$ cat src/rtl/adp_defs_pkg.sv
// --------------------
// debug monitor protocol definitions
// command codes, FSM states, characters, parameter sizes
// --------------------
package adp_defs_pkg;

  typedef enum logic [3:0] {
    CMD_NONE = 4'd0,
    CMD_A    = 4'd1, // address set or query
    CMD_C    = 4'd2, // GPIO control
    CMD_R    = 4'd3, // read, then advance
    CMD_W    = 4'd4, // write, then advance
    CMD_X    = 4'd5  // leave monitor mode
  } adp_cmd_e;

  typedef enum logic [4:0] {
    ST_BANNER,
    ST_HEXWAIT,
    ST_LF,
    ST_CR,
    ST_PROMPT,
    ST_IDLE,
    ST_RXCMD,
    ST_RXPARAM,
    ST_ACTION,
    ST_BUS,
    ST_ECHO,
    ST_UNKNOWN,
    ST_EXIT
  } adp_state_e;

  // digit count class of the parameter
  typedef logic [1:0] adp_psize_t;
  localparam adp_psize_t PSIZE_NONE = 2'd0;
  localparam adp_psize_t PSIZE_BYTE = 2'd1;
  localparam adp_psize_t PSIZE_HALF = 2'd2;
  localparam adp_psize_t PSIZE_WORD = 2'd3;

  localparam logic [7:0] CHAR_EOT   = 8'h04;
  localparam logic [7:0] CHAR_TAB   = 8'h09;
  localparam logic [7:0] CHAR_LF    = 8'h0a;
  localparam logic [7:0] CHAR_CR    = 8'h0d;
  localparam logic [7:0] CHAR_ESC   = 8'h1b;
  localparam logic [7:0] CHAR_SPACE = 8'h20;
  localparam logic [7:0] CHAR_BANG  = 8'h21;
  localparam logic [7:0] CHAR_QUERY = 8'h3f;

  // C command sub-ops in parameter bits 31:8
  localparam logic [23:0] GPO_OP_CLEAR = 24'h000001;
  localparam logic [23:0] GPO_OP_SET   = 24'h000002;
  localparam logic [23:0] GPO_OP_WRITE = 24'h000003;

endpackage

$ cat src/rtl/ahb_defs_pkg.sv
// --------------------
// AHB-lite encodings used by the monitor bus master
// --------------------
package ahb_defs_pkg;

  typedef enum logic [1:0] {
    HTRANS_IDLE   = 2'b00,
    HTRANS_NONSEQ = 2'b10
  } htrans_e;

  typedef enum logic [2:0] {
    HSIZE_BYTE = 3'b000,
    HSIZE_HALF = 3'b001,
    HSIZE_WORD = 3'b010
  } hsize_e;

  localparam logic [2:0] AHB_HBURST_INCR = 3'b001;
  localparam logic [3:0] AHB_HPROT_DATA  = 4'b0011; // privileged data access

endpackage

$ cat src/rtl/adp_ahb_master.sv
// --------------------
// AHB-lite single transfer master
// owns the address pointer and advances it per transfer
// --------------------
`timescale 1ns/1ps

module adp_ahb_master (
  input  logic                  HCLK,
  input  logic                  HRESETn,
  input  logic                  req_i,
  input  logic                  write_i,
  input  ahb_defs_pkg::hsize_e  size_i,
  input  logic                  addr_load_i,
  input  logic [31:0]           addr_i,
  input  logic [31:0]           wdata_i,
  output logic [31:0]           addr_o,
  output logic                  done_o,
  output logic                  err_o,
  output logic [31:0]           rdata_o,
  output logic [31:0]           HADDR_o,
  output ahb_defs_pkg::htrans_e HTRANS_o,
  output ahb_defs_pkg::hsize_e  HSIZE_o,
  output logic [2:0]            HBURST_o,
  output logic [3:0]            HPROT_o,
  output logic                  HWRITE_o,
  output logic [31:0]           HWDATA_o,
  output logic                  HMASTLOCK_o,
  input  logic [31:0]           HRDATA_i,
  input  logic                  HREADY_i,
  input  logic                  HRESP_i
);
  import ahb_defs_pkg::*;

  logic       dphase_q;
  hsize_e     size_q;  // size of the transfer in data phase
  logic [1:0] lane;
  logic [1:0] lane_q;

  always_comb begin
    case (size_i)
      HSIZE_BYTE: lane = addr_o[1:0];
      HSIZE_HALF: lane = {addr_o[1], 1'b0};
      default:    lane = 2'b00;
    endcase
  end

  // --------------------
  // address phase
  assign HADDR_o     = {addr_o[31:2], lane};
  assign HTRANS_o    = req_i ? HTRANS_NONSEQ : HTRANS_IDLE;
  assign HSIZE_o     = size_i;
  assign HWRITE_o    = req_i & write_i;
  assign HBURST_o    = AHB_HBURST_INCR;
  assign HPROT_o     = AHB_HPROT_DATA;
  assign HMASTLOCK_o = 1'b0;

  // --------------------
  // data phase
  assign done_o = dphase_q & HREADY_i;
  assign err_o  = dphase_q & HRESP_i;

  always_comb begin
    case (size_q)
      HSIZE_BYTE: HWDATA_o = {4{wdata_i[7:0]}};
      HSIZE_HALF: HWDATA_o = {2{wdata_i[15:0]}};
      default:    HWDATA_o = wdata_i;
    endcase
    case (lane_q) // addressed lane down to bit 0
      2'd1:    rdata_o = {HRDATA_i[7:0], HRDATA_i[31:8]};
      2'd2:    rdata_o = {HRDATA_i[15:0], HRDATA_i[31:16]};
      2'd3:    rdata_o = {HRDATA_i[23:0], HRDATA_i[31:24]};
      default: rdata_o = HRDATA_i;
    endcase
  end

  always_ff @(posedge HCLK or negedge HRESETn) begin
    if (!HRESETn) begin
      dphase_q <= 1'b0;
      addr_o   <= '0;
    end else begin
      if (HREADY_i) begin
        dphase_q <= req_i;
      end
      if (addr_load_i) begin
        addr_o <= addr_i;
      end else if (done_o) begin
        addr_o <= addr_o + (32'd1 << size_q); // step by transfer size
      end
    end
  end

  always_ff @(posedge HCLK) begin
    if (req_i) begin
      size_q <= size_i;
      lane_q <= lane;
    end
  end

endmodule

$ cat src/rtl/adp_debug_ctrl.sv
// --------------------
// ASCII debug monitor top level
// byte stream commands to AHB-lite transfers and GPIO
// --------------------
`timescale 1ns/1ps

module adp_debug_ctrl #(
  parameter logic [7:0]  PROMPT_CHAR = "]",
  parameter logic [31:0] BANNER_WORD = 32'h0adb0001
) (
  input  logic        HCLK,
  input  logic        HRESETn,
  output logic [31:0] HADDR_o,
  output logic [1:0]  HTRANS_o,
  output logic [2:0]  HSIZE_o,
  output logic [2:0]  HBURST_o,
  output logic [3:0]  HPROT_o,
  output logic        HWRITE_o,
  output logic [31:0] HWDATA_o,
  output logic        HMASTLOCK_o,
  input  logic [31:0] HRDATA_i,
  input  logic        HREADY_i,
  input  logic        HRESP_i,
  output logic [7:0]  GPO_o,
  input  logic [7:0]  GPI_i,
  input  logic [7:0]  COMRX_TDATA_i,
  input  logic        COMRX_TVALID_i,
  output logic        COMRX_TREADY_o,
  output logic [7:0]  COMTX_TDATA_o,
  output logic        COMTX_TVALID_o,
  input  logic        COMTX_TREADY_i
);
  import adp_defs_pkg::*;
  import ahb_defs_pkg::*;

  logic        fsm_tx_valid;
  logic [7:0]  fsm_tx_byte;
  logic        hex_tx_valid;
  logic [7:0]  hex_tx_byte;
  logic        hex_busy;
  logic        hex_start;
  logic [31:0] hex_word;
  hsize_e      hex_size;
  logic        hex_err;
  logic        param_clear;
  logic        param_load;
  logic [31:0] param;
  adp_psize_t  psize;
  logic        bus_req;
  logic        bus_write;
  hsize_e      bus_size;
  logic        addr_load;
  logic [31:0] addr;
  logic        bus_done;
  logic        bus_err;
  logic [31:0] bus_rdata;

  // hex writer owns TX while busy
  assign COMTX_TVALID_o = hex_busy ? hex_tx_valid : fsm_tx_valid;
  assign COMTX_TDATA_o  = hex_busy ? hex_tx_byte : fsm_tx_byte;

  adp_monitor_fsm #(
    .PROMPT_CHAR (PROMPT_CHAR),
    .BANNER_WORD (BANNER_WORD)
  ) u_fsm (
    .HCLK          (HCLK),
    .HRESETn       (HRESETn),
    .rx_valid_i    (COMRX_TVALID_i),
    .rx_byte_i     (COMRX_TDATA_i),
    .rx_ready_o    (COMRX_TREADY_o),
    .tx_ready_i    (COMTX_TREADY_i),
    .tx_valid_o    (fsm_tx_valid),
    .tx_byte_o     (fsm_tx_byte),
    .hex_start_o   (hex_start),
    .hex_word_o    (hex_word),
    .hex_size_o    (hex_size),
    .hex_err_o     (hex_err),
    .hex_busy_i    (hex_busy),
    .param_clear_o (param_clear),
    .param_load_o  (param_load),
    .param_i       (param),
    .psize_i       (psize),
    .bus_req_o     (bus_req),
    .bus_write_o   (bus_write),
    .bus_size_o    (bus_size),
    .addr_load_o   (addr_load),
    .addr_i        (addr),
    .bus_done_i    (bus_done),
    .bus_err_i     (bus_err),
    .bus_rdata_i   (bus_rdata),
    .GPI_i         (GPI_i),
    .GPO_o         (GPO_o)
  );

  adp_param_builder u_param (
    .HCLK    (HCLK),
    .HRESETn (HRESETn),
    .clear_i (param_clear),
    .byte_i  (COMRX_TDATA_i),
    .load_i  (param_load),
    .param_o (param),
    .psize_o (psize)
  );

  adp_hex_writer u_hex (
    .HCLK       (HCLK),
    .HRESETn    (HRESETn),
    .start_i    (hex_start),
    .word_i     (hex_word),
    .size_i     (hex_size),
    .err_i      (hex_err),
    .tx_ready_i (COMTX_TREADY_i),
    .tx_valid_o (hex_tx_valid),
    .tx_byte_o  (hex_tx_byte),
    .busy_o     (hex_busy)
  );

  adp_ahb_master u_ahb (
    .HCLK        (HCLK),
    .HRESETn     (HRESETn),
    .req_i       (bus_req),
    .write_i     (bus_write),
    .size_i      (bus_size),
    .addr_load_i (addr_load),
    .addr_i      (param),    // A loads the parsed value
    .wdata_i     (param),
    .addr_o      (addr),
    .done_o      (bus_done),
    .err_o       (bus_err),
    .rdata_o     (bus_rdata),
    .HADDR_o     (HADDR_o),
    .HTRANS_o    (HTRANS_o),
    .HSIZE_o     (HSIZE_o),
    .HBURST_o    (HBURST_o),
    .HPROT_o     (HPROT_o),
    .HWRITE_o    (HWRITE_o),
    .HWDATA_o    (HWDATA_o),
    .HMASTLOCK_o (HMASTLOCK_o),
    .HRDATA_i    (HRDATA_i),
    .HREADY_i    (HREADY_i),
    .HRESP_i     (HRESP_i)
  );

endmodule

$ cat src/rtl/adp_hex_writer.sv
// --------------------
// hex field writer
// sends separator, 0x prefix and 2, 4 or 8 hex digits
// --------------------
`timescale 1ns/1ps

module adp_hex_writer (
  input  logic                 HCLK,
  input  logic                 HRESETn,
  input  logic                 start_i,
  input  logic [31:0]          word_i,
  input  ahb_defs_pkg::hsize_e size_i,
  input  logic                 err_i,
  input  logic                 tx_ready_i,
  output logic                 tx_valid_o,
  output logic [7:0]           tx_byte_o,
  output logic                 busy_o
);
  import adp_defs_pkg::*;
  import ahb_defs_pkg::*;

  logic [3:0]  idx_q;  // 0 separator, 1 and 2 prefix, then digits
  logic [3:0]  last_q;
  logic [31:0] word_q; // next digit always in the top nibble
  logic        err_q;
  logic [3:0]  nibble;
  logic        tx_done;

  assign nibble     = word_q[31:28];
  assign tx_valid_o = busy_o;
  assign tx_done    = tx_valid_o & tx_ready_i;

  always_comb begin
    case (idx_q)
      4'd0:    tx_byte_o = err_q ? CHAR_BANG : CHAR_SPACE;
      4'd1:    tx_byte_o = "0";
      4'd2:    tx_byte_o = "x";
      default: tx_byte_o = (nibble < 4'd10) ? 8'h30 + {4'h0, nibble}
                                            : 8'h57 + {4'h0, nibble}; // lower case a-f
    endcase
  end

  always_ff @(posedge HCLK or negedge HRESETn) begin
    if (!HRESETn) begin
      busy_o <= 1'b0;
      idx_q  <= '0;
    end else if (start_i) begin
      busy_o <= 1'b1;
      idx_q  <= '0;
    end else if (tx_done) begin
      busy_o <= (idx_q != last_q);
      idx_q  <= idx_q + 4'd1;
    end
  end

  always_ff @(posedge HCLK) begin
    if (start_i) begin
      err_q <= err_i;
      case (size_i)
        HSIZE_BYTE: begin
          word_q <= {word_i[7:0], 24'h0};
          last_q <= 4'd4;
        end
        HSIZE_HALF: begin
          word_q <= {word_i[15:0], 16'h0};
          last_q <= 4'd6;
        end
        default: begin
          word_q <= word_i;
          last_q <= 4'd10;
        end
      endcase
    end else if (tx_done && idx_q >= 4'd3) begin
      word_q <= {word_q[27:0], 4'h0};
    end
  end

endmodule

$ cat src/rtl/adp_monitor_fsm.sv
// --------------------
// debug monitor command FSM
// banner, ESC entry, line parsing, actions and echo
// --------------------
`timescale 1ns/1ps

module adp_monitor_fsm #(
  parameter logic [7:0]  PROMPT_CHAR = "]",
  parameter logic [31:0] BANNER_WORD = 32'h0adb0001
) (
  input  logic                     HCLK,
  input  logic                     HRESETn,
  input  logic                     rx_valid_i,
  input  logic [7:0]               rx_byte_i,
  output logic                     rx_ready_o,
  input  logic                     tx_ready_i,
  output logic                     tx_valid_o,
  output logic [7:0]               tx_byte_o,
  output logic                     hex_start_o,
  output logic [31:0]              hex_word_o,
  output ahb_defs_pkg::hsize_e     hex_size_o,
  output logic                     hex_err_o,
  input  logic                     hex_busy_i,
  output logic                     param_clear_o,
  output logic                     param_load_o,
  input  logic [31:0]              param_i,
  input  adp_defs_pkg::adp_psize_t psize_i,
  output logic                     bus_req_o,
  output logic                     bus_write_o,
  output ahb_defs_pkg::hsize_e     bus_size_o,
  output logic                     addr_load_o,
  input  logic [31:0]              addr_i,
  input  logic                     bus_done_i,
  input  logic                     bus_err_i,
  input  logic [31:0]              bus_rdata_i,
  input  logic [7:0]               GPI_i,
  output logic [7:0]               GPO_o
);
  import adp_defs_pkg::*;
  import ahb_defs_pkg::*;

  adp_state_e state;
  adp_cmd_e   cmd_q;
  logic [7:0] letter_q; // upper-case command letter for echo
  logic       banner_q;
  logic       err_q;    // sticky bus error
  hsize_e     size_q;
  logic [7:0] gpo_next;
  logic       rx_done;
  logic       tx_done;
  logic       rx_exit;
  logic       rx_eol;
  logic       rx_blank;

  function automatic adp_cmd_e decode_cmd(input logic [7:0] ch);
    case (ch)
      "A", "a": decode_cmd = CMD_A;
      "C", "c": decode_cmd = CMD_C;
      "R", "r": decode_cmd = CMD_R;
      "W", "w": decode_cmd = CMD_W;
      "X", "x": decode_cmd = CMD_X;
      default:  decode_cmd = CMD_NONE;
    endcase
  endfunction

  function automatic hsize_e to_hsize(input adp_psize_t p);
    case (p)
      PSIZE_BYTE: to_hsize = HSIZE_BYTE;
      PSIZE_HALF: to_hsize = HSIZE_HALF;
      default:    to_hsize = HSIZE_WORD; // no digits means word
    endcase
  endfunction

  task automatic send(input logic [7:0] ch, input adp_state_e nxt);
    tx_valid_o <= 1'b1;
    tx_byte_o  <= ch;
    state      <= nxt;
  endtask

  assign rx_done  = rx_valid_i & rx_ready_o;
  assign tx_done  = tx_valid_o & tx_ready_i;
  assign rx_exit  = (rx_byte_i == CHAR_EOT) || (rx_byte_i == 8'h00);
  assign rx_eol   = (rx_byte_i == CHAR_CR) || (rx_byte_i == CHAR_LF);
  assign rx_blank = (rx_byte_i == CHAR_SPACE) || (rx_byte_i == CHAR_TAB);

  assign rx_ready_o    = state inside {ST_IDLE, ST_RXCMD, ST_RXPARAM};
  assign param_clear_o = (state == ST_RXCMD) && rx_done && !rx_exit && !rx_eol && !rx_blank;
  assign param_load_o  = (state == ST_RXPARAM) && rx_done;
  assign hex_size_o    = size_q;
  assign bus_size_o    = size_q;
  assign hex_err_o     = err_q;

  always_comb begin
    case (param_i[31:8])
      GPO_OP_CLEAR: gpo_next = GPO_o & ~param_i[7:0];
      GPO_OP_SET:   gpo_next = GPO_o | param_i[7:0];
      GPO_OP_WRITE: gpo_next = param_i[7:0];
      default:      gpo_next = GPO_o; // report only
    endcase
  end

  always_ff @(posedge HCLK or negedge HRESETn) begin
    if (!HRESETn) begin
      state       <= ST_BANNER;
      cmd_q       <= CMD_NONE;
      letter_q    <= '0;
      banner_q    <= 1'b1;
      err_q       <= 1'b0;
      size_q      <= HSIZE_WORD;
      tx_valid_o  <= 1'b0;
      tx_byte_o   <= '0;
      hex_start_o <= 1'b0;
      hex_word_o  <= '0;
      bus_req_o   <= 1'b0;
      bus_write_o <= 1'b0;
      addr_load_o <= 1'b0;
      GPO_o       <= '0;
    end else begin
      hex_start_o <= 1'b0; // pulses
      bus_req_o   <= 1'b0;
      addr_load_o <= 1'b0;
      if (tx_done) begin
        tx_valid_o <= 1'b0;
      end
      case (state)
        ST_BANNER: begin
          hex_word_o  <= BANNER_WORD;
          size_q      <= HSIZE_WORD;
          hex_start_o <= 1'b1;
          state       <= ST_HEXWAIT;
        end
        ST_HEXWAIT: if (!hex_start_o && !hex_busy_i) begin
          err_q <= 1'b0;
          send(CHAR_LF, ST_LF);
        end
        ST_LF: if (tx_done) send(CHAR_CR, ST_CR);
        ST_CR: if (tx_done) begin
          if (banner_q) begin
            banner_q <= 1'b0;
            state    <= ST_IDLE;
          end else begin
            send(PROMPT_CHAR, ST_PROMPT);
          end
        end
        ST_PROMPT: if (tx_done) state <= ST_RXCMD;
        ST_IDLE: if (rx_done && rx_byte_i == CHAR_ESC) send(CHAR_LF, ST_LF);
        ST_RXCMD: if (rx_done) begin
          if (rx_exit) begin
            state <= ST_IDLE;
          end else if (rx_eol) begin
            send(CHAR_LF, ST_LF); // empty line, fresh prompt
          end else if (!rx_blank) begin
            cmd_q    <= decode_cmd(rx_byte_i);
            letter_q <= rx_byte_i & 8'h5f;
            state    <= ST_RXPARAM;
          end
        end
        ST_RXPARAM: if (rx_done) begin
          if (rx_exit) begin
            state <= ST_IDLE;
          end else if (rx_eol) begin
            state <= ST_ACTION;
          end
        end
        ST_ACTION: begin
          size_q <= HSIZE_WORD;
          case (cmd_q)
            CMD_A: begin
              addr_load_o <= (psize_i != PSIZE_NONE);
              hex_word_o  <= (psize_i != PSIZE_NONE) ? param_i : addr_i;
              send(letter_q, ST_ECHO);
            end
            CMD_C: begin
              GPO_o      <= gpo_next;
              hex_word_o <= {GPI_i, gpo_next, param_i[15:0]};
              send(letter_q, ST_ECHO);
            end
            CMD_R, CMD_W: begin
              size_q      <= to_hsize(psize_i);
              bus_req_o   <= 1'b1;
              bus_write_o <= (cmd_q == CMD_W);
              hex_word_o  <= param_i; // write echo value
              state       <= ST_BUS;
            end
            CMD_X:   send(CHAR_LF, ST_EXIT);
            default: send(CHAR_QUERY, ST_UNKNOWN);
          endcase
        end
        ST_BUS: if (bus_done_i) begin
          err_q <= err_q | bus_err_i;
          if (!bus_write_o) begin
            hex_word_o <= bus_rdata_i;
          end
          send(letter_q, ST_ECHO);
        end
        ST_ECHO: if (tx_done) begin
          hex_start_o <= 1'b1;
          state       <= ST_HEXWAIT;
        end
        ST_UNKNOWN: if (tx_done) send(CHAR_LF, ST_LF);
        ST_EXIT:    if (tx_done) state <= ST_IDLE;
        default:    state <= ST_IDLE;
      endcase
    end
  end

endmodule

$ cat src/rtl/adp_param_builder.sv
// --------------------
// command parameter builder
// shifts in hex digits and classifies the digit count
// --------------------
`timescale 1ns/1ps

module adp_param_builder (
  input  logic                     HCLK,
  input  logic                     HRESETn,
  input  logic                     clear_i,
  input  logic [7:0]               byte_i,
  input  logic                     load_i,
  output logic [31:0]              param_o,
  output adp_defs_pkg::adp_psize_t psize_o
);
  import adp_defs_pkg::*;

  logic [2:0] digit_cnt; // saturates at 5
  logic [3:0] nibble;
  logic       is_hex;
  logic       is_sep;

  always_comb begin
    is_hex = 1'b1;
    nibble = byte_i[3:0];
    if ((byte_i >= "a" && byte_i <= "f") || (byte_i >= "A" && byte_i <= "F")) begin
      nibble = byte_i[3:0] + 4'd9; // letters start at low nibble 1
    end else if (byte_i < "0" || byte_i > "9") begin
      is_hex = 1'b0;
    end
  end

  assign is_sep = (byte_i == CHAR_SPACE) || (byte_i == CHAR_TAB) ||
                  (byte_i == "x") || (byte_i == "X");

  assign psize_o = (digit_cnt == 3'd0) ? PSIZE_NONE :
                   (digit_cnt <  3'd3) ? PSIZE_BYTE :
                   (digit_cnt <  3'd5) ? PSIZE_HALF : PSIZE_WORD;

  always_ff @(posedge HCLK or negedge HRESETn) begin
    if (!HRESETn) begin
      param_o   <= '0;
      digit_cnt <= '0;
    end else if (clear_i || (load_i && is_sep)) begin
      param_o   <= '0; // new parameter
      digit_cnt <= '0;
    end else if (load_i && is_hex) begin
      param_o <= {param_o[27:0], nibble};
      if (digit_cnt != 3'd5) begin
        digit_cnt <= digit_cnt + 3'd1;
      end
    end
  end

endmodule

$ cat config.mk
export PLATFORM = sky130hd
export DESIGN_NAME = adp_debug_ctrl
export DESIGN_NICKNAME = d
export VERILOG_FILES = /design/src/rtl/adp_defs_pkg.sv /design/src/rtl/ahb_defs_pkg.sv /design/src/rtl/adp_ahb_master.sv /design/src/rtl/adp_debug_ctrl.sv /design/src/rtl/adp_hex_writer.sv /design/src/rtl/adp_monitor_fsm.sv /design/src/rtl/adp_param_builder.sv
export SDC_FILE = /design/constraint.sdc
export NUM_CORES = 1
export LEC_CHECK = 0
export ABC_AREA = 1
export CAP_MARGIN = 0
export CORE_AREA = 4 4 168 170
export DETAILED_ROUTE_END_ITERATION = 8
export DIE_AREA = 0 0 172 174
export DONT_BUFFER_PORTS = 1
export SYNTH_ARGS = -nofsm -noshare
export SYNTH_HDL_FRONTEND = slang
export SYNTH_SLANG_ARGS = --single-unit
$ cat constraint.sdc
create_clock -name HCLK -period 3.85 [get_ports HCLK]
set_clock_uncertainty 0.05 [all_clocks]
set_input_delay 0.77 -clock HCLK [delete_from_list [all_inputs] [get_ports HCLK]]
set_output_delay 0.77 -clock HCLK [all_outputs]
set_load 0.05 [all_outputs]
After elaboration in Yosys (flattened, before gate mapping) --
Index checks and enable logic that the tools add are counted. W data, S select, Z words.
Storage, ports and cells: register bits after elaboration 188, input bits 54, logic and storage cells 272
Operators by class: add/subtract/negate cells 6, order comparisons 10, equality and inequality tests 66, shift operators 1, multiplexer cells 92, bitwise operators 13, reductions and logical operators 59
Operators by type and width (count):
- $mux W32 | 9
- $pmux W32 S3 | 3
- $pmux W32 S2 | 2
- $mux W8 | 12
- $eq A8 B7 Y1 const B | 10
- $mux W5 | 16
- $pmux W8 S3 | 3
- $pmux W5 S13 | 1
- $pmux W8 S8 | 1
- $eq A24 B2 Y1 const B | 2
- $add A32 B32 Y32 | 1
- $shl A1 B3 Y32 const A | 1
- $mux W1 | 26
- $eq A5 B4 Y1 const B | 5
- $eq A24 B1 Y1 const B | 1
- $eq A8 B4 Y1 const B | 3
- $eq A5 B3 Y1 const B | 4
- $ne A2 B1 Y1 const B | 10
- $ge A8 B7 Y1 const B | 2
- $le A8 B7 Y1 const B | 2
- $reduce_bool A2 Y1 | 8
- $reduce_or A2 Y1 | 8
- $pmux W3 S5 | 1
- $reduce_and A13 Y1 | 1
- other kinds (57) | 115

Longest topological paths before layout --
word-level depth 10, mapped depth 13

Cells and area by module --
Synthesis repeated with hierarchy kept, for this count alone.
Unflattened totals: cells, all modules 2055, area total of the unflattened synthesis 13838.3 sq um
By module, submodules not included:
- adp_monitor_fsm | times used 1, cells an instance 750, area each 4932.2 sq um, seq. area each 1729.2 sq um
- adp_ahb_master | times used 1, cells an instance 743, area each 4525.6 sq um, seq. area each 975.9 sq um
- adp_hex_writer | times used 1, cells an instance 274, area each 2311.0 sq um, seq. area each 1206.2 sq um
- adp_param_builder | times used 1, cells an instance 259, area each 1953.1 sq um, seq. area each 875.8 sq um
- adp_debug_ctrl | times used 1, cells an instance 29, area each 116.4 sq um, seq. area each 0.0 sq um

Least setup slack after synthesis --
OpenSTA, ideal clock, no wires.
path type flip-flop to output port, start register u_hex.idx_q[0], end output COMTX_TDATA_o[2], data arrival time 2.308 ns, slack 0.722 ns, cell stages (with the launch flop) 8, path buffers 0, cell sequence dfrtp_1 inv_1 ha_1 nor2_1 nor2_1 nor2_1 o21ai_0 o31ai_1
On the way: cells in the longest elaborated chain, start to end 3
RTL lines:
- from (decl) | line adp_hex_writer.sv:22 | logic [3:0] idx_q;
- from (signal assigned) | line adp_hex_writer.sv:52 | idx_q <= idx_q + 4'd1;
- $eq A4 B2 Y1, or another cell as far along | line adp_hex_writer.sv:34 | case (idx_q)
- $pmux W8 S3 * | line adp_hex_writer.sv:34
- $mux W8 * | line adp_debug_ctrl.sv:60 | assign COMTX_TDATA_o = hex_busy ? hex_tx_byte : fsm_tx_byte;
- to (decl) | line adp_debug_ctrl.sv:29 | output logic [7:0] COMTX_TDATA_o,
Every way passes the cells marked *; elsewhere a longest branch is shown, timed or not.

Final worst setup path --
start register u_ahb.size_q[1], end register u_ahb.addr_o[31]
On the way: cells in the longest elaborated chain, start to end 4
RTL lines:
- from (decl) | line adp_ahb_master.sv:35 | hsize_e size_q;
- from (signal assigned) | line adp_ahb_master.sv:94 | size_q <= size_i;
- $shl A1 B3 Y32 | line adp_ahb_master.sv:87 | addr_o <= addr_o + (32'd1 << size_q);
- $add A32 B32 Y32 | line adp_ahb_master.sv:87
- $mux W32 | line adp_ahb_master.sv:86 | end else if (done_o) begin
- $mux W32 | line adp_ahb_master.sv:84 | if (addr_load_i) begin
- to (signal assigned) | line adp_ahb_master.sv:85 | addr_o <= addr_i;
- to (signal assigned) | line adp_ahb_master.sv:87
- to (decl) | line adp_ahb_master.sv:16 | output logic [31:0] addr_o,
No other way between the ends. The select of a mux whose other input is x is not followed. A chain may end at the register's enable or synchronous reset.

==> results.yml <==
setup_path:
  timing.rr.end: "u_ahb.addr_o[31]"
  setup.worst_path.end: "u_ahb.addr_o[31]"
  r2r_setup_slack_ps: 560
  cp_slowest_cell: "edfxtp_1"
  kind_of_launch_point_of_the_worst_setup_path: "flop"
  critical_path.n_buffers_inverters: 2
  crit_start: "u_ahb.size_q[1]"
  setup.worst_path.class: "flop to flop"
  timing.critical_path.slowest_cell_delay_ps: 700
  timing.critical_path.max_delay_family: "compound AO/OA/AOI/OAI gates"
  worstSetupPathDepth: 12
  crit_path_cell_trace: "clkinv_1 > buf_4 > nor2_1 > ha_1 > a21oi_1 > nand2_1 > a21boi_0 > nor2_1 > nand3_1 > xor2_1 > nand2_1 > o211ai_1"
  worstRegToRegCells: 12
  rr_startpoint: "u_ahb.size_q[1]"
  timing.critical_path.required_ps: 4160
  worstSetupEndpointType: "flop"
  worst_path_fanout_max: 19
  arrival_ps: 3600
logic_synthesis:
  synthSimpleGateAreaFrac_pct: 20.34
  synth_async_sr_flop_share_pct: 78.02
  synth_sequential_area_ratio_pct: 40.08
  ys_top_cells_by_count: "354 x nand2_1, 195 x inv_1, 170 x o21ai_0, 140 x dfrtp_1, 122 x nor2_1"
  synthAdderAreaFrac_pct: 2.066
  post-synth-top-count-cell: "nand2_1"
  dominantRegCellSynth: "dfrtp_1"
  netlist_area_um2: 11870
  synth_top_area_cell: "dfrtp_1"
  ys_seq_elements: 182
  post_synth_mux_area_share_pct: 0.09488
  synth-compound-area-share_pct: 23.14
  synth_top_cells_by_area: "dfrtp_1 30%, nand2_1 11%, edfxtp_1 10%, o21ai_0 7.2%, inv_1 6.2%"
  synth_cell_types: 57
  synth_edf_count: 40
  yosysWarningCount: 0
  syn-instance-count: 1592
  synth_top_family_by_area: "compound AO/OA/AOI/OAI gates"
  synth.avg_cell_area_um2: 7.455
  synth_largest_type_area_fraction_pct: 29.52
  yosys.area_share.xor_xnor_pct: 1.845
final_layout:
  multiInputGateArea_um2: 5682
  instances_no_fill: 1921
  layout_area_growth_over_synthesis_pct: 6.926
  ff_latch_area_um2: 4757
  final_util_pct: 47.49
  final_layout_size_suffix_gt1_share_pct: 8.544
  final_net_count: 1640
  insertedDiodeCount: 0
  num-fill-cells: 2700
route:
  drc: 0
  detailedRoute.firstIterationViolations: 1205
  detail_route.wl_per_cell_um: 21.61
  drt_wl_total_mm: 41.51
  vias: 11380
  postRouteAntennaNets: 0
  drt_pass1_iterations: 7
  vias_per_cell: 5.925
place:
  placedCellCount: 1889
  gp_routability_congestion: 0.9833
  placement.io_buffers: 0
  hpwl_after_detailed_placement_mm: 30.74
pwr:
  maximum_vdd_drop_uv: 610.1
  power_per_cell_area_nw_per_um2: 898.9
  share_comb_of_total_power_pct: 52.2
  cellLeakagePower_nw: 5.899
  net-switching-power_w: 0.006100
  internal_power_w: 0.005309
  clock_share_of_power_pct: 15.6
  seqPwrFrac_pct: 32.2
  p_sw_share_pct: 53.47
floorplan:
  die_h_um: 174
  floorplan.rows: 60
  floorplan.die_area_um2: 29930
  design.portCount: 150
  fp.dieW_um: 172
  core_region_area_um2: 26730
  initial_utilization_pct: 44.41
clock_tree:
  worstSkewPairLatency_ps: 450
  clock_transition_time_at_the_flip_flop_clock_pins_of_the_worst_setup_and_hold_paths_ps: 70
  cts_tree: "yes"
  htree_levels: 4
  clock_sink_count: 182
  clk_root_buffer_cell: "clkbuf_16"
  clock_tree.buffer_depth: 2
  cts_made_buffers: 17
sta:
  setup-violations-final: 0
  measured_slew_at_the_worst_slew_check_pin_ps: 1123
  setup_repair_after_global_routing_missed_its_margin: "false"
  hold_slack_ps: -30.49
  slew_violations: 0
  max_slew_margin_pct: 24.88
  final.setup.tns_ps: 0
  final_min_period_over_clock_period_pct: 85.34
  fmax_mhz: 304.3
  post-route-min-period_ps: 3286
  timing.final.hold_violations: 36
run_status:
  status: "finished, violations left"
  violations_in_the_final_reports: "hold timing"
global_routing:
  grt_max_degree: 143
  grt_first_pass_wirelength_mm: 63.99
  antenna_found_initial: 0
  grt_use_total_pct: 27.57
  first_global_vias: 10810
  grt.overflow.total: 0
job:
  cap_violations: 0
worst_hold_path:
  holdCritPathClass: "input pin to asynchronous set/reset pin"
## what timing repair did
item	4_1_cts	5_1_grt
setup buffers	0	0
endpoints found under the hold margin	140	136
resized for setup	0	0
## layout make-up
class / instances / area share [%]
multi-input combinational: 1096 / 44.77
inverter: 209 / 6.201
timing repair buffer: 61 / 3.608
clock inverter: 14 / 1.114
tap: 341 / 3.362
sequential: 182 / 37.48
clock buffer: 18 / 3.461
## metrics by stage
stage	total power [W]	setup WS [ps]	instance area, um^2
floorplan	0.007934	721.5	11900
global placement	0.009527	709.4	12110
detailed placement	0.009564	672.7	12110
CTS	0.01135	600.8	12690
global route	0.01212	315.5	12690
finish	0.01141	564.2	12690
## worst register-to-register path: cells and delay by family (launching register included)
family	cells	cell delay, ps
AOI/OAI and AO/OA	3	890
xor gates and xnor gates	1	150
adders and majority gates	1	300
buffers and inverters	2	390
DFF	1	700
and+or+nand+nor	5	730
## kinds of logic after synthesis
group,count (synthesis)
buf+inv,323
fa+ha+maj,19
mux,1
flops,182
xor+xnor,25
simple gates,586
other cells,2
compound gates,454
## layer usage
metal  GRT usage (%)  wire length [um]  up-vias  part of all wire (%)
li1                -                 -     5299                     -
met1           37.54             17240     5425                    42
met2           42.95             19170      548                    46
met3           5.413              3242      109                   7.8
met4           11.43              1857        0                   4.5
met5               0                 0        -                     0
## power by group through the flow
stage	clock network, W	logic [W]	registers [W]
6_report	0.00178	0.00596	0.00367
3_3_place_gp	0	0.00583	0.00370
5_1_grt	0.00187	0.00650	0.00376
3_5_place_dp	0	0.00586	0.00371
4_1_cts	0.00179	0.00588	0.00367
2_1_floorplan	0	0.00482	0.00311
## layout by cell type (no fill, tap or decap), types with 3 or more instances in the layout
master / netlist / routed
ha_1: 18 / 18
o21ai_1: 22 / 39
inv_2: 9 / 9
nand2_2: 5 / 5
clkinv_1: 4 / 4
o21ai_2: 6 / 6
o21bai_1: 3 / 3
a31oi_1: 5 / 5
o221ai_1: 38 / 38
nand4_1: 12 / 12
inv_4: 1 / 3
o211ai_1: 32 / 32
a21boi_0: 7 / 7
a211oi_1: 3 / 3
nor2_2: 8 / 8
nor4_1: 5 / 5
a21oi_1: 87 / 87
inv_6: 0 / 5
o22ai_1: 50 / 50
conb_1: 2 / 11
a221oi_1: 16 / 16
o21ai_0: 170 / 153
nor2_1: 122 / 122
xnor2_1: 5 / 5
xor2_1: 20 / 20
buf_4: 54 / 61
clkbuf_16: 0 / 17
inv_1: 195 / 195
dfrtp_1: 140 / 140
edfxtp_1: 40 / 40
nor3_1: 21 / 21
nand3_1: 50 / 50
nand2_1: 354 / 354
## worst min path at each step
| stage | from | to | slack [ps] |
|---|---|---|---|
| floorplan | u_fsm.hex_err_o | u_hex.err_q | 400 |
| global placement | u_fsm.banner_q | u_fsm.banner_q | 410 |
| detailed placement | u_fsm.hex_word_o[24] | u_fsm.hex_word_o[24] | 420 |
| CTS | HRESETn | u_fsm.tx_byte_o[2] | -40 |
| global route | HRESETn | u_fsm.tx_byte_o[2] | -50 |
| finish | HRESETn | u_fsm.tx_byte_o[2] | -30 |
## sequential cells by signal, indices dropped and copies added (netlist names), 2 cells and up
register           cells
u_fsm.tx_byte_o        7
u_hex.idx_q            4
u_fsm.state            4
u_fsm.letter_q         6
u_ahb.size_q           2
u_param.digit_cnt      3
u_fsm.bus_size_o       2
u_param.param_o       32
u_hex.word_q          32
u_hex.last_q           3
u_ahb.addr_o          32
u_fsm.GPO_o            8
u_fsm.hex_word_o      32
u_fsm.cmd_q            3
u_ahb.lane_q           2
Note: power is estimated with default switching activity, not from simulation.
